<file path="src/hw/mmio_pkg.sv">
// MMIO address map
`default_nettype none

package mmio_pkg;

    // CPU side widths
    localparam int DATA_W = 16;
    localparam int ADDR_W = 16;

    // Peripheral side width
    localparam int BYTE_W = 8;

    // I/O window at the top of memory
    localparam logic [ADDR_W-1:0] IO_BASE = 16'hff00;

    // Byte addresses inside the window
    localparam logic [ADDR_W-1:0] LED_ADDR         = 16'hff00;
    localparam logic [ADDR_W-1:0] UART_DATA_ADDR   = 16'hff02;
    localparam logic [ADDR_W-1:0] UART_STATUS_ADDR = 16'hff03;

    // Kind of access presented by the CPU in one cycle
    typedef enum logic [1:0] {
        ACC_NONE,
        ACC_READ,
        ACC_WRITE
    } access_e;

endpackage

`default_nettype wire

</file>
<file path="src/hw/uart_pkg.sv">
// UART definitions
`default_nettype none

package uart_pkg;

    // Baud timing and 8N1 framing
    localparam int CLKS_PER_BIT = 16;
    localparam int FRAME_BITS   = 10;

    typedef enum logic [1:0] {
        TX_IDLE,
        TX_START,
        TX_DATA,
        TX_STOP
    } tx_state_e;

    typedef enum logic [1:0] {
        RX_IDLE,
        RX_START,
        RX_DATA,
        RX_STOP
    } rx_state_e;

    // Status byte layout, upper bits read as zero
    localparam int STAT_RX_VALID   = 0;
    localparam int STAT_TX_BUSY    = 1;
    localparam int STAT_RX_OVERRUN = 2;
    localparam int STAT_FRAME_ERR  = 3;

endpackage

`default_nettype wire

</file>
<file path="src/hw/periph_if.sv">
// Peripheral access interface
`timescale 1ns/1ps
`default_nettype none

interface periph_if;

    // Single-cycle strobes from the decoder
    logic wr;
    logic rd;

    logic [mmio_pkg::BYTE_W-1:0] wdata;
    logic [mmio_pkg::BYTE_W-1:0] rdata;

    modport host (
        output wr,
        output rd,
        output wdata,
        input  rdata
    );

    modport dev (
        input  wr,
        input  rd,
        input  wdata,
        output rdata
    );

endinterface

`default_nettype wire

</file>
<file path="src/hw/led_port.sv">
// LED output port
`timescale 1ns/1ps
`default_nettype none

module led_port (
    input  logic                        clk,
    input  logic                        arst_n,
    periph_if.dev                       bus,
    output logic [mmio_pkg::BYTE_W-1:0] led_out
);

    logic [mmio_pkg::BYTE_W-1:0] led_reg;

    always_ff @(posedge clk or negedge arst_n) begin
        if (!arst_n) begin
            led_reg <= '0;
        end else if (bus.wr) begin
            led_reg <= bus.wdata;
        end
    end

    // Pins and readback share the register
    assign led_out   = led_reg;
    assign bus.rdata = led_reg;

endmodule

`default_nettype wire

</file>
<file path="src/hw/uart_tx.sv">
// UART transmitter
`timescale 1ns/1ps
`default_nettype none

module uart_tx (
    input  logic                        clk,
    input  logic                        arst_n,
    input  logic                        start,
    input  logic [mmio_pkg::BYTE_W-1:0] data,
    output logic                        busy,
    output logic                        tx
);

    uart_pkg::tx_state_e state;

    logic [$clog2(uart_pkg::CLKS_PER_BIT)-1:0] bit_timer;
    logic [$clog2(uart_pkg::FRAME_BITS-2)-1:0] bit_idx;
    logic [mmio_pkg::BYTE_W-1:0]               shreg;
    logic                                      bit_end;

    assign bit_end = (bit_timer == uart_pkg::CLKS_PER_BIT - 1);
    assign busy    = (state != uart_pkg::TX_IDLE);

    always_ff @(posedge clk or negedge arst_n) begin
        if (!arst_n) begin
            state     <= uart_pkg::TX_IDLE;
            bit_timer <= '0;
            bit_idx   <= '0;
        end else begin
            case (state)
                uart_pkg::TX_IDLE: begin
                    bit_timer <= '0;
                    if (start) begin
                        state <= uart_pkg::TX_START;
                    end
                end
                uart_pkg::TX_START: begin
                    bit_timer <= bit_timer + 1'b1;
                    if (bit_end) begin
                        state   <= uart_pkg::TX_DATA;
                        bit_idx <= '0;
                    end
                end
                uart_pkg::TX_DATA: begin
                    bit_timer <= bit_timer + 1'b1;
                    if (bit_end) begin
                        if (bit_idx == uart_pkg::FRAME_BITS - 3) begin
                            state <= uart_pkg::TX_STOP;
                        end
                        bit_idx <= bit_idx + 1'b1;
                    end
                end
                default: begin
                    bit_timer <= bit_timer + 1'b1;
                    if (bit_end) begin
                        state <= uart_pkg::TX_IDLE;
                    end
                end
            endcase
        end
    end

    // LSB first
    always_ff @(posedge clk) begin
        if (state == uart_pkg::TX_IDLE && start) begin
            shreg <= data;
        end else if (state == uart_pkg::TX_DATA && bit_end) begin
            shreg <= shreg >> 1;
        end
    end

    // Registered line, one cycle behind the state
    always_ff @(posedge clk or negedge arst_n) begin
        if (!arst_n) begin
            tx <= 1'b1;
        end else begin
            case (state)
                uart_pkg::TX_START: tx <= 1'b0;
                uart_pkg::TX_DATA:  tx <= shreg[0];
                default:            tx <= 1'b1;
            endcase
        end
    end

endmodule

`default_nettype wire

</file>
<file path="src/hw/uart_rx.sv">
// UART receiver
`timescale 1ns/1ps
`default_nettype none

module uart_rx (
    input  logic                        clk,
    input  logic                        arst_n,
    input  logic                        rx,
    output logic [mmio_pkg::BYTE_W-1:0] data,
    output logic                        done,
    output logic                        frame_err
);

    uart_pkg::rx_state_e state;

    logic [$clog2(uart_pkg::CLKS_PER_BIT)-1:0] bit_timer;
    logic [$clog2(uart_pkg::FRAME_BITS-2)-1:0] bit_idx;
    logic [mmio_pkg::BYTE_W-1:0]               shreg;
    logic                                      rx_meta;
    logic                                      rx_sync;
    logic                                      rx_prev;
    logic                                      bit_end;

    // Two-flop synchronizer plus a history bit for edge detection
    always_ff @(posedge clk or negedge arst_n) begin
        if (!arst_n) begin
            rx_meta <= 1'b1;
            rx_sync <= 1'b1;
            rx_prev <= 1'b1;
        end else begin
            rx_meta <= rx;
            rx_sync <= rx_meta;
            rx_prev <= rx_sync;
        end
    end

    assign bit_end = (bit_timer == uart_pkg::CLKS_PER_BIT - 1);

    always_ff @(posedge clk or negedge arst_n) begin
        if (!arst_n) begin
            state     <= uart_pkg::RX_IDLE;
            bit_timer <= '0;
            bit_idx   <= '0;
            done      <= 1'b0;
            frame_err <= 1'b0;
        end else begin
            done <= 1'b0;
            case (state)
                uart_pkg::RX_IDLE: begin
                    bit_timer <= '0;
                    if (rx_prev && !rx_sync) begin
                        state <= uart_pkg::RX_START;
                    end
                end
                uart_pkg::RX_START: begin
                    bit_timer <= bit_timer + 1'b1;
                    // Middle of the start bit, a glitch returns to idle
                    if (bit_timer == uart_pkg::CLKS_PER_BIT / 2 - 1) begin
                        bit_timer <= '0;
                        bit_idx   <= '0;
                        state     <= rx_sync ? uart_pkg::RX_IDLE : uart_pkg::RX_DATA;
                    end
                end
                uart_pkg::RX_DATA: begin
                    bit_timer <= bit_timer + 1'b1;
                    if (bit_end) begin
                        if (bit_idx == uart_pkg::FRAME_BITS - 3) begin
                            state <= uart_pkg::RX_STOP;
                        end
                        bit_idx <= bit_idx + 1'b1;
                    end
                end
                default: begin
                    bit_timer <= bit_timer + 1'b1;
                    if (bit_end) begin
                        done      <= 1'b1;
                        frame_err <= !rx_sync;
                        state     <= uart_pkg::RX_IDLE;
                    end
                end
            endcase
        end
    end

    // Data bits arrive LSB first
    always_ff @(posedge clk) begin
        if (state == uart_pkg::RX_DATA && bit_end) begin
            shreg <= {rx_sync, shreg[mmio_pkg::BYTE_W-1:1]};
        end
    end

    assign data = shreg;

endmodule

`default_nettype wire

</file>
<file path="src/hw/uart_controller.sv">
// UART register block
`timescale 1ns/1ps
`default_nettype none

module uart_controller (
    input  logic                        clk,
    input  logic                        arst_n,
    periph_if.dev                       bus,
    output logic [mmio_pkg::BYTE_W-1:0] status,
    input  logic                        rx,
    output logic                        tx
);

    logic                        tx_busy;
    logic                        tx_start;
    logic [mmio_pkg::BYTE_W-1:0] rx_byte;
    logic                        rx_done;
    logic                        rx_ferr;
    logic [mmio_pkg::BYTE_W-1:0] rx_data;
    logic                        rx_valid;
    logic                        rx_overrun;
    logic                        frame_err;

    // Writes while a frame is in flight are dropped
    assign tx_start = bus.wr && !tx_busy;

    uart_tx u_tx (
        .clk    (clk),
        .arst_n (arst_n),
        .start  (tx_start),
        .data   (bus.wdata),
        .busy   (tx_busy),
        .tx     (tx)
    );

    uart_rx u_rx (
        .clk       (clk),
        .arst_n    (arst_n),
        .rx        (rx),
        .data      (rx_byte),
        .done      (rx_done),
        .frame_err (rx_ferr)
    );

    always_ff @(posedge clk or negedge arst_n) begin
        if (!arst_n) begin
            rx_data    <= '0;
            rx_valid   <= 1'b0;
            rx_overrun <= 1'b0;
            frame_err  <= 1'b0;
        end else begin
            if (bus.rd) begin
                rx_valid   <= 1'b0;
                rx_overrun <= 1'b0;
                frame_err  <= 1'b0;
            end
            // A new byte wins over a read in the same cycle
            if (rx_done) begin
                rx_data  <= rx_byte;
                rx_valid <= 1'b1;
                if (rx_valid && !bus.rd) begin
                    rx_overrun <= 1'b1;
                end
                if (rx_ferr) begin
                    frame_err <= 1'b1;
                end
            end
        end
    end

    assign bus.rdata = rx_data;

    always_comb begin
        status                            = '0;
        status[uart_pkg::STAT_RX_VALID]   = rx_valid;
        status[uart_pkg::STAT_TX_BUSY]    = tx_busy;
        status[uart_pkg::STAT_RX_OVERRUN] = rx_overrun;
        status[uart_pkg::STAT_FRAME_ERR]  = frame_err;
    end

    // Busy only ever rises from an accepted write
    a_busy_from_write: assert property (@(posedge clk) disable iff (!arst_n)
        $rose(tx_busy) |-> $past(bus.wr));

    // Start bit appears on the line the edge after busy
    a_start_bit: assert property (@(posedge clk) disable iff (!arst_n)
        tx_start |=> tx_busy ##1 !tx);

endmodule

`default_nettype wire

</file>
<file path="src/hw/mmio.sv">
// Memory-mapped I/O block
`timescale 1ns/1ps
`default_nettype none

module mmio (
    input  logic                        clk,
    input  logic                        arst_n,
    input  logic                        en,
    input  logic                        write_enable,
    input  logic                        byte_select,
    input  logic                        byte_enable,
    input  logic [mmio_pkg::ADDR_W-1:0] addr,
    input  logic [mmio_pkg::DATA_W-1:0] data_in,
    output logic [mmio_pkg::DATA_W-1:0] data_out,
    output logic                        serviced_read,
    output logic [mmio_pkg::BYTE_W-1:0] led_out,
    input  logic                        rx,
    output logic                        tx
);

    mmio_pkg::access_e           acc;
    logic [mmio_pkg::ADDR_W-1:0] byte_addr;
    logic [mmio_pkg::BYTE_W-1:0] uart_status;
    logic [mmio_pkg::BYTE_W-1:0] rd_byte;

    periph_if led_if ();
    periph_if uart_if ();

    // Word address to byte address, bit 15 dropped
    assign byte_addr = {addr[14:0], byte_enable ? byte_select : 1'b0};

    assign acc = !en          ? mmio_pkg::ACC_NONE  :
                 write_enable ? mmio_pkg::ACC_WRITE : mmio_pkg::ACC_READ;

    assign led_if.wr    = (acc == mmio_pkg::ACC_WRITE) && (byte_addr == mmio_pkg::LED_ADDR);
    assign led_if.rd    = (acc == mmio_pkg::ACC_READ) && (byte_addr == mmio_pkg::LED_ADDR);
    assign led_if.wdata = data_in[mmio_pkg::BYTE_W-1:0];

    assign uart_if.wr    = (acc == mmio_pkg::ACC_WRITE) &&
                           (byte_addr == mmio_pkg::UART_DATA_ADDR);
    assign uart_if.rd    = (acc == mmio_pkg::ACC_READ) &&
                           (byte_addr == mmio_pkg::UART_DATA_ADDR);
    assign uart_if.wdata = data_in[mmio_pkg::BYTE_W-1:0];

    led_port u_led (
        .clk     (clk),
        .arst_n  (arst_n),
        .bus     (led_if),
        .led_out (led_out)
    );

    uart_controller u_uart (
        .clk    (clk),
        .arst_n (arst_n),
        .bus    (uart_if),
        .status (uart_status),
        .rx     (rx),
        .tx     (tx)
    );

    always_comb begin
        case (byte_addr)
            mmio_pkg::LED_ADDR:         rd_byte = led_if.rdata;
            mmio_pkg::UART_DATA_ADDR:   rd_byte = uart_if.rdata;
            mmio_pkg::UART_STATUS_ADDR: rd_byte = uart_status;
            default:                    rd_byte = '0;
        endcase
    end

    // Read data holds between reads
    always_ff @(posedge clk or negedge arst_n) begin
        if (!arst_n) begin
            data_out      <= '0;
            serviced_read <= 1'b0;
        end else begin
            serviced_read <= (acc == mmio_pkg::ACC_READ) && (byte_addr >= mmio_pkg::IO_BASE);
            if (acc == mmio_pkg::ACC_READ) begin
                data_out <= {{(mmio_pkg::DATA_W - mmio_pkg::BYTE_W){1'b0}}, rd_byte};
            end
        end
    end

    a_one_strobe: assert property (@(posedge clk) disable iff (!arst_n)
        $onehot0({led_if.wr, led_if.rd, uart_if.wr, uart_if.rd}));

    a_read_follows_request: assert property (@(posedge clk) disable iff (!arst_n)
        serviced_read |-> $past(en && !write_enable));

endmodule

`default_nettype wire

</file>
<file path="config.mk">
export PLATFORM = sky130hd
export DESIGN_NAME = mmio
export DESIGN_NICKNAME = d
export VERILOG_FILES = /design/src/hw/mmio_pkg.sv /design/src/hw/uart_pkg.sv /design/src/hw/periph_if.sv /design/src/hw/led_port.sv /design/src/hw/uart_tx.sv /design/src/hw/uart_rx.sv /design/src/hw/uart_controller.sv /design/src/hw/mmio.sv
export SDC_FILE = /design/constraint.sdc
export NUM_CORES = 1
export LEC_CHECK = 0
export ABC_AREA = 1
export BUFFER_PORTS_ARGS = -buffer_cell sky130_fd_sc_hd__clkbuf_2
export CAP_MARGIN = 20
export CELL_PAD_IN_SITES_DETAIL_PLACEMENT = 0
export CELL_PAD_IN_SITES_GLOBAL_PLACEMENT = 1
export CORE_UTILIZATION = 35
export DETAILED_ROUTE_END_ITERATION = 10
export MAX_ROUTING_LAYER = met4
export PLACE_DENSITY_LB_ADDON = 0.1
export RECOVER_POWER = 100
export REMOVE_ABC_BUFFERS = 1
export SLEW_MARGIN = 20
export SYNTH_ARGS = -nofsm -noshare
export SYNTH_HDL_FRONTEND = slang
export SYNTH_SLANG_ARGS = --single-unit
</file>
<file path="constraint.sdc">
create_clock -name clk -period 1.76 [get_ports clk]
set_clock_uncertainty 0.2 [all_clocks]
set_input_delay 0.352 -clock clk [delete_from_list [all_inputs] [get_ports clk]]
set_output_delay 0.352 -clock clk [all_outputs]
set_load 0.1 [all_outputs]
</file>
Word level (Yosys, flattened, before mapping)
Index checks and enable logic that the tools add are counted.
- memories: 0
- logic and storage cells: 116
- flip-flop bits (word level): 68
- bits in latches: 0
- bits in read-only memories: 0
- RAM bits: 0
- $add $sub $neg: 4
- multipliers: 0
- shift-type cells: 0
- reduce and logical (&&, ||, !) cells: 28
- bitwise gates (word level): 1
- $lt $le $gt $ge: 1
- equal/unequal tests: 22
- muxes and demuxes: 39
- divide/modulo/power cells: 0
- operators by type and width (kind ; count):
    == test 16 bit, second input constant ; 3
    two-way mux 2 bit ; 13
    case mux 8 bit (3 select lines) ; 1
    >= comparator 16 bit, second input constant ; 1
    two-way mux 8 bit ; 2
    != test 2 bit, second input constant ; 8
    two-way mux 3 bit ; 4
    case mux 2 bit (3 select lines) ; 2
    case mux 3 bit (2 select lines) ; 2
    nonzero test 2 bit ; 6
    two-way mux 1 bit ; 11
    logical AND 1 bit ; 10
    AND reduction 5 bit ; 2
    adder 4 x 1 -> 4 bit, second input constant ; 2
    == test 4 bit, second input constant ; 2
    two-way mux 4 bit ; 2
    case mux 4 bit (2 select lines) ; 1
    adder 3 x 1 -> 3 bit, second input constant ; 2
    == test 2 x 1 -> 1 bit, second input constant ; 3
    == test 2 bit, second input constant ; 3
    == test 3 bit, second input constant ; 2
    AND reduction 3 bit ; 2
    == test 4 x 3 -> 1 bit, second input constant ; 1
    logical NOT 2 bit ; 2
    other kinds (6) ; 8

Longest topological paths before layout
Gate-level depths: netlist of the first run.
- word-level depth: 8
- gate-level depth with buffers: 10
- depth with buffers taken out: 10

Modules after synthesis
A second synthesis of the first run with hierarchy kept.
- cells, all modules: 389
- area total of the unflattened synthesis: 3457.1 µm²
- modules (own cells, without submodules) (module ; instances ; area each (µm²) ; seq. area each (µm²) ; cells each):
    uart_rx ; 1 ; 894.6 ; 594.3 ; 77
    uart_tx ; 1 ; 893.4 ; 491.7 ; 96
    mmio ; 1 ; 812.0 ; 225.2 ; 117
    uart_controller ; 1 ; 491.7 ; 275.3 ; 57
    led_port ; 1 ; 365.4 ; 200.2 ; 42

Least setup slack after synthesis of the first run
Ideal clock, no wire load.
- path type: input -> register
- start point: in addr[4] (netlist name)
- end point: reg u_uart.u_tx.shreg[0] (netlist name) (enable)
- path slack: -0.079 ns
- library setup time: 0.329 ns
- data required time: 1.231 ns
- stages: 7
- arrival: 1.310 ns
- path through: nor2_1 -> nand2_2 -> nor2_8 -> nand3_4 -> nor2_8 -> inv_2 -> nand2_1
- cells in the longest elaborated chain, start to end: 5
- RTL lines (what ; line ; RTL):
    start: declaration ; mmio.sv:12 ; input logic [mmio_pkg::ADDR_W-1:0] addr,
    == test 16 bit ; mmio.sv:40 ; (byte_addr == mmio_pkg::UART_DATA_ADDR);
    logical AND 1 bit ; mmio.sv:39 ; assign uart_if.wr = (acc == mmio_pkg::ACC_WRITE) &&
    logical AND 1 bit ; uart_controller.sv:25 ; assign tx_start = bus.wr && !tx_busy;
    logical AND 1 bit ; uart_tx.sv:65 ; if (state == uart_pkg::TX_IDLE && start) begin
    nonzero test 2 bit (no source line) ; -- ;
    end signal: assignment ; uart_tx.sv:66 ; shreg <= data;
    end signal: assignment ; uart_tx.sv:68 ; shreg <= shreg >> 1;
    end: declaration ; uart_tx.sv:18 ; logic [mmio_pkg::BYTE_W-1:0] shreg;
No other way between the ends.
A chain may end at the register's enable or synchronous reset.

Worst setup path after layout of the first run
- start point: reg serviced_read
- end point: out serviced_read
- RTL lines (what ; line ; RTL):
    start: declaration ; mmio.sv:15 ; output logic serviced_read,
    start signal: assignment ; mmio.sv:76 ; serviced_read <= (acc == mmio_pkg::ACC_READ) && (byte_addr >= mmio_pkg::IO_BASE);
No word-level cell between the ends.

==> summary.txt, run 1 <==
Status - finished clean
Logic gate share of total power - 0.189
Number of global-route vias before repair - 2258
Routed WL per cell - 12.0 um
Worst Setup Start Kind - flop
# port buffers - 47
Fin Hold WS - 54.7 ps
Final worst path period share - 0.949
Ports - 65
Die ar. - 0.00946 mm2
Synth Cell Area - 0.00318 mm2
Skew-Pair Late Insertion Delay - 340 ps
Vias per std cell - 4.41
Die width - 97.3 um
Synth warn - 0
Slowest cell on crit path - clkbuf_2
Detailed Route WL - 6330 um
DPL Wire Length - 4660 um
HP Class - in -> reg
GRT Overall Usage - 0.149
Max-slew violation count - 0
Area grow syn2layout - 23.8%
CTS tree - done
Clk buf depth - 2
TritonCTS Buffers - 9
Max Cap Viol - 0
Clock Root Buffer - clkbuf_8
Worst rel slew slack - 0.498
Int Pwr - 3.09 mW
Remaining global-route overflow - 0
Share of layout cells above drive strength 1 - 0.246
Req. time, crit path - 1210 ps
Final worst path period need - 1670 ps
Initial Util - 0.362
Placed Area - 0.00369 mm2
Setup violators final - 0
Antenna violations before repair - 0
Post-synthesis sequential area ratio - 0.563
Top Family by Delay on Critical Path - buffers and inverters
CP Max Fanout - 1
Yosys cell types - 28
# DRC - 0
Ant. Diodes - 0
First-pass GRT wire length - 10700 um
Psw - 1.24 mW
Synth Register Bits - 68
Worst r2r src - u_uart.u_tx.state[0]$_DFFE_PN0P_
Post-synth top area share - 0.378
Worst hold start - data_in[1]
Slew at the pin with the worst max-slew slack - 753 ps
Power per cell area - 1100 mW/mm2
Post-route setup TNS - 0 ps
Leak - 2.02 nW
H-Tree Level Count - 3
Total number of vias - 2323
Critical path class - reg -> out
Switching portion of total power - 0.286
Maximum number of pins on one net before global-route repair - 53
Core area - 0.00876 mm2
RSZ-0062 raised after global routing - false
DR pass1 iterations - 4
Commonest non-fill, non-tap cell in the layout - nand2_1
CP bufs+invs - 1
Cells after Synth - 342
CTS sink cnt - 68
Critical path origin - serviced_read$_DFF_PN0_
Post-DRT Antenna Nets - 0
Post-synth top area cell - dfrtp_1
1st-iter DRT viols - 68
Die Y - 97.3 um
Final Power - 4.32 mW
Clk network pwr share - 0.392
Final Hold Fails - 0
Final Cell Area - 0.00393 mm2
Worst EP arrival - 1120 ps
Share of power burned in registers - 0.420
Row cnt - 34
Worst-path clk slew - 80 ps
Syn Area/Cell - 9.29 um2
Layout Nets - 462
Fmax - 598 MHz
Top cells by area, synth - dfrtp_1 (38%), edfxtp_1 (15%), nand2_1 (13%)
CP cell instances - clkbuf_2
Placer Congestion - 0.785
Crit path largest cell delay - 450 ps
Max IR drop VDD - 0.471 mV
Post-layout util - 0.449
Worst setup EP type - output port
Commonest non-fill, non-tap cells in the layout - nand2_1 (112), dfrtp_1 (48), clkbuf_2 (32)
[metal layers]
| layer | global-route usage | share of wire | up-vias |
|---|---|---|---|
| met5 | - | 0 | - |
| met4 | 0.0543 | 0.013 | 0 |
| met3 | 0.0432 | 0.042 | 6 |
| met2 | 0.213 | 0.41 | 40 |
| met1 | 0.201 | 0.53 | 1055 |
| li1 | - | - | 1222 |
[what timing repair did]
item / 4_1_cts / 5_1_grt
setup buffers: 0 / 2
gates resized for setup: 0 / 7
setup endpoints to repair: 0 / 24
hold endpoints to repair: 49 / 0
hold buffers: 2 / 0
[synthesized netlist by cell type]
| cell | number |
|---|---|
| buf_8 | 1 |
| nor2_4 | 3 |
| nor3_1 | 5 |
| nand3_1 | 29 |
| inv_1 | 30 |
| o21ai_1 | 17 |
| nand2_2 | 2 |
| o21ai_0 | 7 |
| nor4_2 | 1 |
| buf_6 | 2 |
| ha_1 | 9 |
| edfxtp_1 | 16 |
| clkbuf_1 | 1 |
| buf_4 | 8 |
| a21oi_1 | 4 |
| nand3_4 | 2 |
| nand4_1 | 1 |
| clkinv_1 | 1 |
| conb_1 | 1 |
| nand2_1 | 113 |
| nand3_2 | 2 |
| dfstp_2 | 4 |
| nor2_8 | 3 |
| dfrtp_1 | 48 |
| a22o_1 | 1 |
| nor2_1 | 20 |
| inv_2 | 8 |
| xor2_1 | 3 |
[final cells by class]
cell class,instances,area [um2]
clock buffer,9,124
multi-input combinational,230,1170
timing repair buffer,66,425
sequential,68,1790
fill,880,4830
tap,108,135
inverter,39,146
clock inverter,7,139
[flip-flops by register name (all words and copies together) (netlist names), 2 cells and up]
signal and count:
u_uart.u_rx.bit_idx 3, u_uart.u_tx.state 2, data_out 8, u_uart.u_tx.shreg 8, u_uart.u_tx.bit_timer 4, u_led.bus.rdata 8
u_uart.u_rx.data 8, u_uart.u_rx.state 2, u_uart.u_tx.bit_idx 3, u_uart.u_rx.bit_timer 4, u_uart.bus.rdata 8
[metrics by stage]
stage	instances	worst slack, ps
floorplan	337	-201
global placement	507	-28.2
detailed placement	507	-37.8
CTS	525	16.1
global route	527	5.18
finish	527	89.0
[path summary, 6_finish.rpt]
check | slack, ps | cells past startpoint | endpoint
worst max-delay path | 90 | 1 | serviced_read
min in group asynchronous | 500 | 3 | u_uart.u_tx.state[1]$_DFFE_PN0P_
max in group asynchronous | 330 | 3 | u_uart.rx_valid$_DFFE_PN0P_
worst min register to register | 160 | 0 | u_uart.u_rx.rx_sync$_DFF_PN1_
worst max register to register | 120 | 8 | u_uart.u_tx.shreg[5]$_DFFE_PP_
worst min-delay path | 50 | 3 | u_led.bus.rdata[1]$_DFFE_PN0P_
[kinds of logic after synthesis]
logic type	count (synthesis)	share of synthesized area
fa+ha+maj	9	0.0355
buf+inv	51	0.0780
xor+xnor	3	0.00828
compound gates	29	0.0469
simple gates	181	0.268
flops	68	0.563
other cells	1	0.00118
[power by group through the flow]
stage / clock network [mW] / registers [mW] / logic (mW)
floorplan: 0 / 1.91 / 0.487
global placement: 0 / 1.85 / 0.791
detailed placement: 0 / 1.85 / 0.796
CTS: 1.74 / 1.82 / 0.802
global route: 1.81 / 1.83 / 0.930
finish: 1.69 / 1.81 / 0.815
No activity file was read; power rests on OpenSTA's default activity.
==> run 2: changes to the inputs <==
--- a/config.mk
+++ b/config.mk
@@ -13,9 +13,10 @@
 export CORE_UTILIZATION = 35
 export DETAILED_ROUTE_END_ITERATION = 10
 export MAX_ROUTING_LAYER = met4
-export PLACE_DENSITY_LB_ADDON = 0.1
+export PLACE_DENSITY_LB_ADDON = 0.05
 export RECOVER_POWER = 100
 export REMOVE_ABC_BUFFERS = 1
+export SETUP_SLACK_MARGIN = 0.4
 export SLEW_MARGIN = 20
 export SYNTH_ARGS = -nofsm -noshare
 export SYNTH_HDL_FRONTEND = slang
==> constraint.sdc (replaced) <==
create_clock -name clk -period 1.76 [get_ports clk]
set_clock_uncertainty 0.2 [all_clocks]
set_input_delay 0.088 -clock clk [delete_from_list [all_inputs] [get_ports clk]]
set_output_delay 0.088 -clock clk [all_outputs]
set_load 0.1 [all_outputs]
==> summary.txt, run 2 (synthesis results as in run 1) <==
Ant. Diodes - 0
Sequential cell area - 0.00179 mm2
Final Cell Area - 0.00425 mm2
GRT Overall Usage - 0.161
Status - finished clean
GRT met1 Usage - 0.221
HP Class - in -> reg
# DRC - 0
Die ar. - 0.00946 mm2
CP cell instances - inv_1, ha_4, inv_6, nor2_8, inv_6, nand2_4, buf_12
Final worst slack - 147 ps
Setup violators final - 0
Max-slew violation count - 0
Slew at the pin with the worst max-slew slack - 743 ps
Crit-path most repeated cell - inv_6
Slowest cell on crit path - dfrtp_1
Placer Congestion - 0.749
Routed WL per cell - 12.4 um
Final worst path period need - 1610 ps
Final Power - 4.39 mW
Skew-Pair Late Insertion Delay - 340 ps
Fill cell count - 888
First-pass GRT wire length - 11700 um
Clk network pwr share - 0.317
Final Hold Fails - 0
Commonest non-fill, non-tap cells in the layout - nand2_1 (90), dfrtp_1 (47), clkbuf_2 (45)
Number of global-route vias before repair - 2465
Detailed Route WL - 6800 um
Remaining global-route overflow - 0
Vias per std cell - 4.61
Worst-path clk slew - 70 ps
Die Y - 97.3 um
Core area - 0.00876 mm2
Total number of vias - 2529
Crit path largest cell delay - 430 ps
H-Tree Level Count - 3
Share of power burned in registers - 0.414
Placed Area - 0.00356 mm2
Logic gate share of total power - 0.269
Worst EP arrival - 1470 ps
DP Cell Count - 501
Clock Root Buffer - clkbuf_8
Worst Setup Start Kind - flop
Layer with the highest usage - met2
Initial Util - 0.362
TritonCTS Buffers - 9
Leak - 2.14 nW
Critical path origin - u_uart.u_tx.state[1]$_DFFE_PN0P_
Worst rel slew slack - 0.505
Max Cap Viol - 0
Critical path class - reg -> reg
Layout Nets - 484
Clk buf depth - 2
Share of layout cells above drive strength 1 - 0.338
CP Max Fanout - 8
CP bufs+invs - 4
Top Family by Delay on Critical Path - flip-flops
DR pass1 iterations - 5
Multi-input gate area - 0.00132 mm2
Final worst path period share - 0.916
Max IR drop VDD - 0.430 mV
Met2 GRT Util - 0.231
Post-DRT Antenna Nets - 0
Switching portion of total power - 0.313
Row cnt - 34
Worst hold start - byte_enable
Req. time, crit path - 1610 ps
CTS tree - done
Place WS - 64.7 ps
Psw - 1.38 mW
Ports - 65
Area grow syn2layout - 33.8%
Fmax - 620 MHz
CTS sink cnt - 68
Power per cell area - 1030 mW/mm2
Int Pwr - 3.02 mW
DPL Wire Length - 4590 um
Die width - 97.3 um
Worst setup EP type - flop
Routing usage on met3 - 0.0403
# port buffers - 47
Antenna violations before repair - 0
Maximum number of pins on one net before global-route repair - 53
Commonest non-fill, non-tap cell in the layout - nand2_1
1st-iter DRT viols - 95
Worst r2r src - u_uart.u_tx.state[1]$_DFFE_PN0P_
Non-filler cells, final - 549
RSZ-0062 raised after global routing - true
run 2: cell types whose count changed in the layout (fill, tap and decap cells not counted), moves of 7 or more:
cell	previous run	this run
nand2_2	3	20
dlygate4sd3_1	2	14
clkbuf_2	32	45
clkbuf_4	19	2
buf_6	1	8
o21ai_0	17	8
nand2_1	112	90
o21ai_1	7	14
run 2: what timing repair did:
action,4_1_cts,5_1_grt
gates cloned,0,0
hold buffers,14,0
endpoints found under the setup margin,57,57
pin swaps,17,12
endpoints found under the hold margin,78,0
setup buffers,11,7
gates resized for setup,84,35
run 2: cell type report:
class / count / share of cell area
repair buffers: 88 / 0.146
multi-input cells: 230 / 0.311
flip-flops and latches: 68 / 0.421
clock buffers: 9 / 0.0292
well taps: 108 / 0.0318
clock inverters: 7 / 0.0215
inverters: 39 / 0.0398
run 2: through the flow:
step / util / TNS, ps / hold WS [ps]
finish: 0.485 / 0 / 18.8
global route: 0.485 / 0 / 22.3
CTS: 0.490 / 0 / 40.7
detailed placement: 0.407 / 0 / -86.5
global placement: 0.407 / 0 / -87.0
floorplan: - / -21.7 / -408
run 2: routing by layer:
metal / vias up / part of all wire
met5: - / 0
met2: 48 / 0.44
met4: 0 / 0.011
met3: 8 / 0.034
li1: 1266 / -
met1: 1207 / 0.51
run 2: power groups by stage:
stage	sequential [mW]	clock [mW]	combinational (mW)
final	1.82	1.39	1.18
after global routing	1.84	1.53	1.30
after CTS	1.83	1.43	1.09
after detailed placement	1.84	0	0.756
after global placement	1.84	0	0.748
after floorplan	1.91	0	0.487
run 2: worst reg2reg max path: cells and delay by family, from the launching register on:
family,cells,cell delay [ps]
adder cells (fa/ha/maj),1,170
flip-flops,1,430
buffers and inverters,4,370
AND/OR/NAND/NOR,2,170
run 2: final timing paths:
kind,endpoint,slack [ps],depth (start not counted)
min,u_uart.u_tx.shreg[7]$_SDFFCE_PN0P_,20,4
min reg2reg,u_uart.u_rx.rx_sync$_DFF_PN1_,160,0
max in group asynchronous,u_uart.u_rx.state[0]$_DFFE_PN0P_,570,3
min in group asynchronous,u_uart.u_tx.bit_timer[3]$_DFF_PN0_,260,3
max reg2reg,u_uart.u_tx.shreg[6]$_DFFE_PP_,150,7
max,u_uart.u_tx.shreg[6]$_DFFE_PP_,150,7
==> run 3: changes to the inputs <==
--- a/config.mk
+++ b/config.mk
@@ -20,4 +20,5 @@
 export SLEW_MARGIN = 20
 export SYNTH_ARGS = -nofsm -noshare
 export SYNTH_HDL_FRONTEND = slang
+export SYNTH_HIERARCHICAL = 1
 export SYNTH_SLANG_ARGS = --single-unit
==> constraint.sdc (replaced) <==
create_clock -name clk -period 1.95 [get_ports clk]
set_clock_uncertainty 0.2 [all_clocks]
set_input_delay 0.0975 -clock clk [delete_from_list [all_inputs] [get_ports clk]]
set_output_delay 0.0975 -clock clk [all_outputs]
set_load 0.1 [all_outputs]
==> summary.txt, run 3 <==
Status - finished clean
Crit-path most repeated cell - nor2_1
DR pass1 iterations - 4
Reg2reg path depth - 7
Number of global-route vias before repair - 2426
Critical path class - reg -> reg
Max-slew violation count - 0
Final Hold Fails - 0
Power per cell area - 1040 mW/mm2
Worst hold start - en
Clock Root Buffer - clkbuf_8
Remaining global-route overflow - 0
First-pass GRT wire length - 11600 um
Req. time, crit path - 1970 ps
Placed Area - 0.00375 mm2
Synth warn - 6
TritonCTS Buffers - 9
CP cell instances - ha_1, nand3_1, nor2_1, buf_4, nor2_1, nand2_1, o31ai_1
Fmax - 593 MHz
Top Family by Delay on Critical Path - simple AND/OR/NAND/NOR gates
Setup violators final - 0
Worst-path clk slew - 80 ps
Final worst path period share - 0.865
Row cnt - 35
Slowest cell on crit path - dfrtp_1
Commonest non-fill, non-tap cells in the layout - nand2_1 (129), nand3_1 (52), dfrtp_1 (48)
Worst setup EP type - flop
Synth Cell Area - 0.00345 mm2
Total number of vias - 2641
Clk buf depth - 2
RSZ-0062 raised after global routing - true
CP Max Fanout - 4
Max Cap Viol - 0
Final Cell Area - 0.00424 mm2
CTS sink cnt - 68
Placer Congestion - 0.732
Worst Setup Start Kind - flop
Initial Util - 0.367
CP bufs+invs - 1
Skew-Pair Late Insertion Delay - 340 ps
Final worst path period need - 1690 ps
Worst rel slew slack - 0.641
# port buffers - 47
# DRC - 0
Die Y - 101 um
Cells after Synth - 388
CTS tree - done
GRT Overall Usage - 0.153
Worst hold path stage count - 6
Worst r2r src - u_uart/u_rx/bit_timer[0]$_DFF_PN0_
Crit path largest cell delay - 370 ps
Post-layout util - 0.450
Final Power - 4.41 mW
Area grow syn2layout - 22.8%
H-Tree Level Count - 3
Ports - 65
Vias per std cell - 4.43
Slew at the pin with the worst max-slew slack - 541 ps
Core area - 0.00942 mm2
Ant. Diodes - 0
HP Class - in -> reg
Syn Area/Cell - 8.90 um2
Die width - 101 um
RR Endpoint - u_uart/u_rx/bit_idx[0]$_DFFE_PN0P_
Share of layout cells above drive strength 1 - 0.283
Detailed Route WL - 6920 um
Maximum number of pins on one net before global-route repair - 53
1st-iter DRT viols - 62
Commonest non-fill, non-tap cell in the layout - nand2_1
Leak - 2.19 nW
Flop2flop setup slack - 260 ps
Worst EP arrival - 1700 ps
Post-DRT Antenna Nets - 0
Antenna violations before repair - 0
Die ar. - 0.0103 mm2
Max IR drop VDD - 0.582 mV
Critical path origin - u_uart/u_rx/bit_timer[0]$_DFF_PN0_
Routed WL per cell - 11.6 um
DPL Wire Length - 4890 um
Layout Nets - 511
Worst Hold End - data_out[6]$_DFFE_PN0N_
## run 3: repair_timing
| action | 4_1_cts | 5_1_grt |
|---|---|---|
| setup buffers | 11 | 3 |
| pin swaps | 7 | 10 |
| hold endpoints to repair | 77 | 0 |
| endpoints found under the setup margin | 31 | 35 |
| hold buffers | 11 | 0 |
| gates resized for setup | 28 | 25 |
## run 3: metrics by stage
step	cells	TNS, ps	hold WS, ps	setup WS, ps
after CTS	593	0	15.5	372
after detailed placement	555	-399	-78.1	-33.5
final	596	0	24.9	262
after floorplan	367	-4180	-398	-371
after global placement	555	-288	-76.6	-24.4
after global routing	596	0	44.4	123
## run 3: power by group
part           total, mW  switching (mW)  internal (mW)  leakage, nW
registers           1.93           0.192           1.73        0.804
logic               1.32           0.793          0.527         1.29
clock network       1.16           0.569          0.594       0.0918
## run 3: routing by layer
metal / GRT usage / wire length, um / vias to the layer above
met5: - / 0 / -
met4: 0.0602 / 72 / 0
met3: 0.0269 / 224 / 6
met2: 0.246 / 3360 / 57
met1: 0.191 / 3270 / 1239
li1: - / - / 1339
## run 3: final cells by class
cell class | instances | area [um2]
Multi-Input combinational cell | 265 | 1380
Fill cell | 971 | 5170
Sequential cell | 68 | 1790
Clock buffer | 9 | 124
Timing Repair Buffer | 84 | 581
Tap cell | 129 | 161
Clock inverter | 7 | 75.1
Inverter | 34 | 133
## run 3: tightest hold or removal path: stages
cell and delay, ps:
clkbuf_2 90, inv_1 50, nor2_1 40, buf_4 150
nand2_1 60, nand2_1 40
## run 3: worst max path at each step
stage                                                     to  slack, ps  depth (start not counted)
after floorplan               u_uart/u_tx/shreg[0]$_DFFE_PP_       -370                          6
after global placement    u_uart/u_tx/shreg[7]$_SDFFCE_PN0P_        -20                         14
after detailed placement      u_uart/u_tx/shreg[6]$_DFFE_PP_        -30                         14
after CTS                     u_uart/u_tx/shreg[3]$_DFFE_PP_        370                          8
after global routing        u_uart/u_tx/state[0]$_DFFE_PN0P_        120                         19
final                     u_uart/u_rx/bit_idx[0]$_DFFE_PN0P_        260                          7
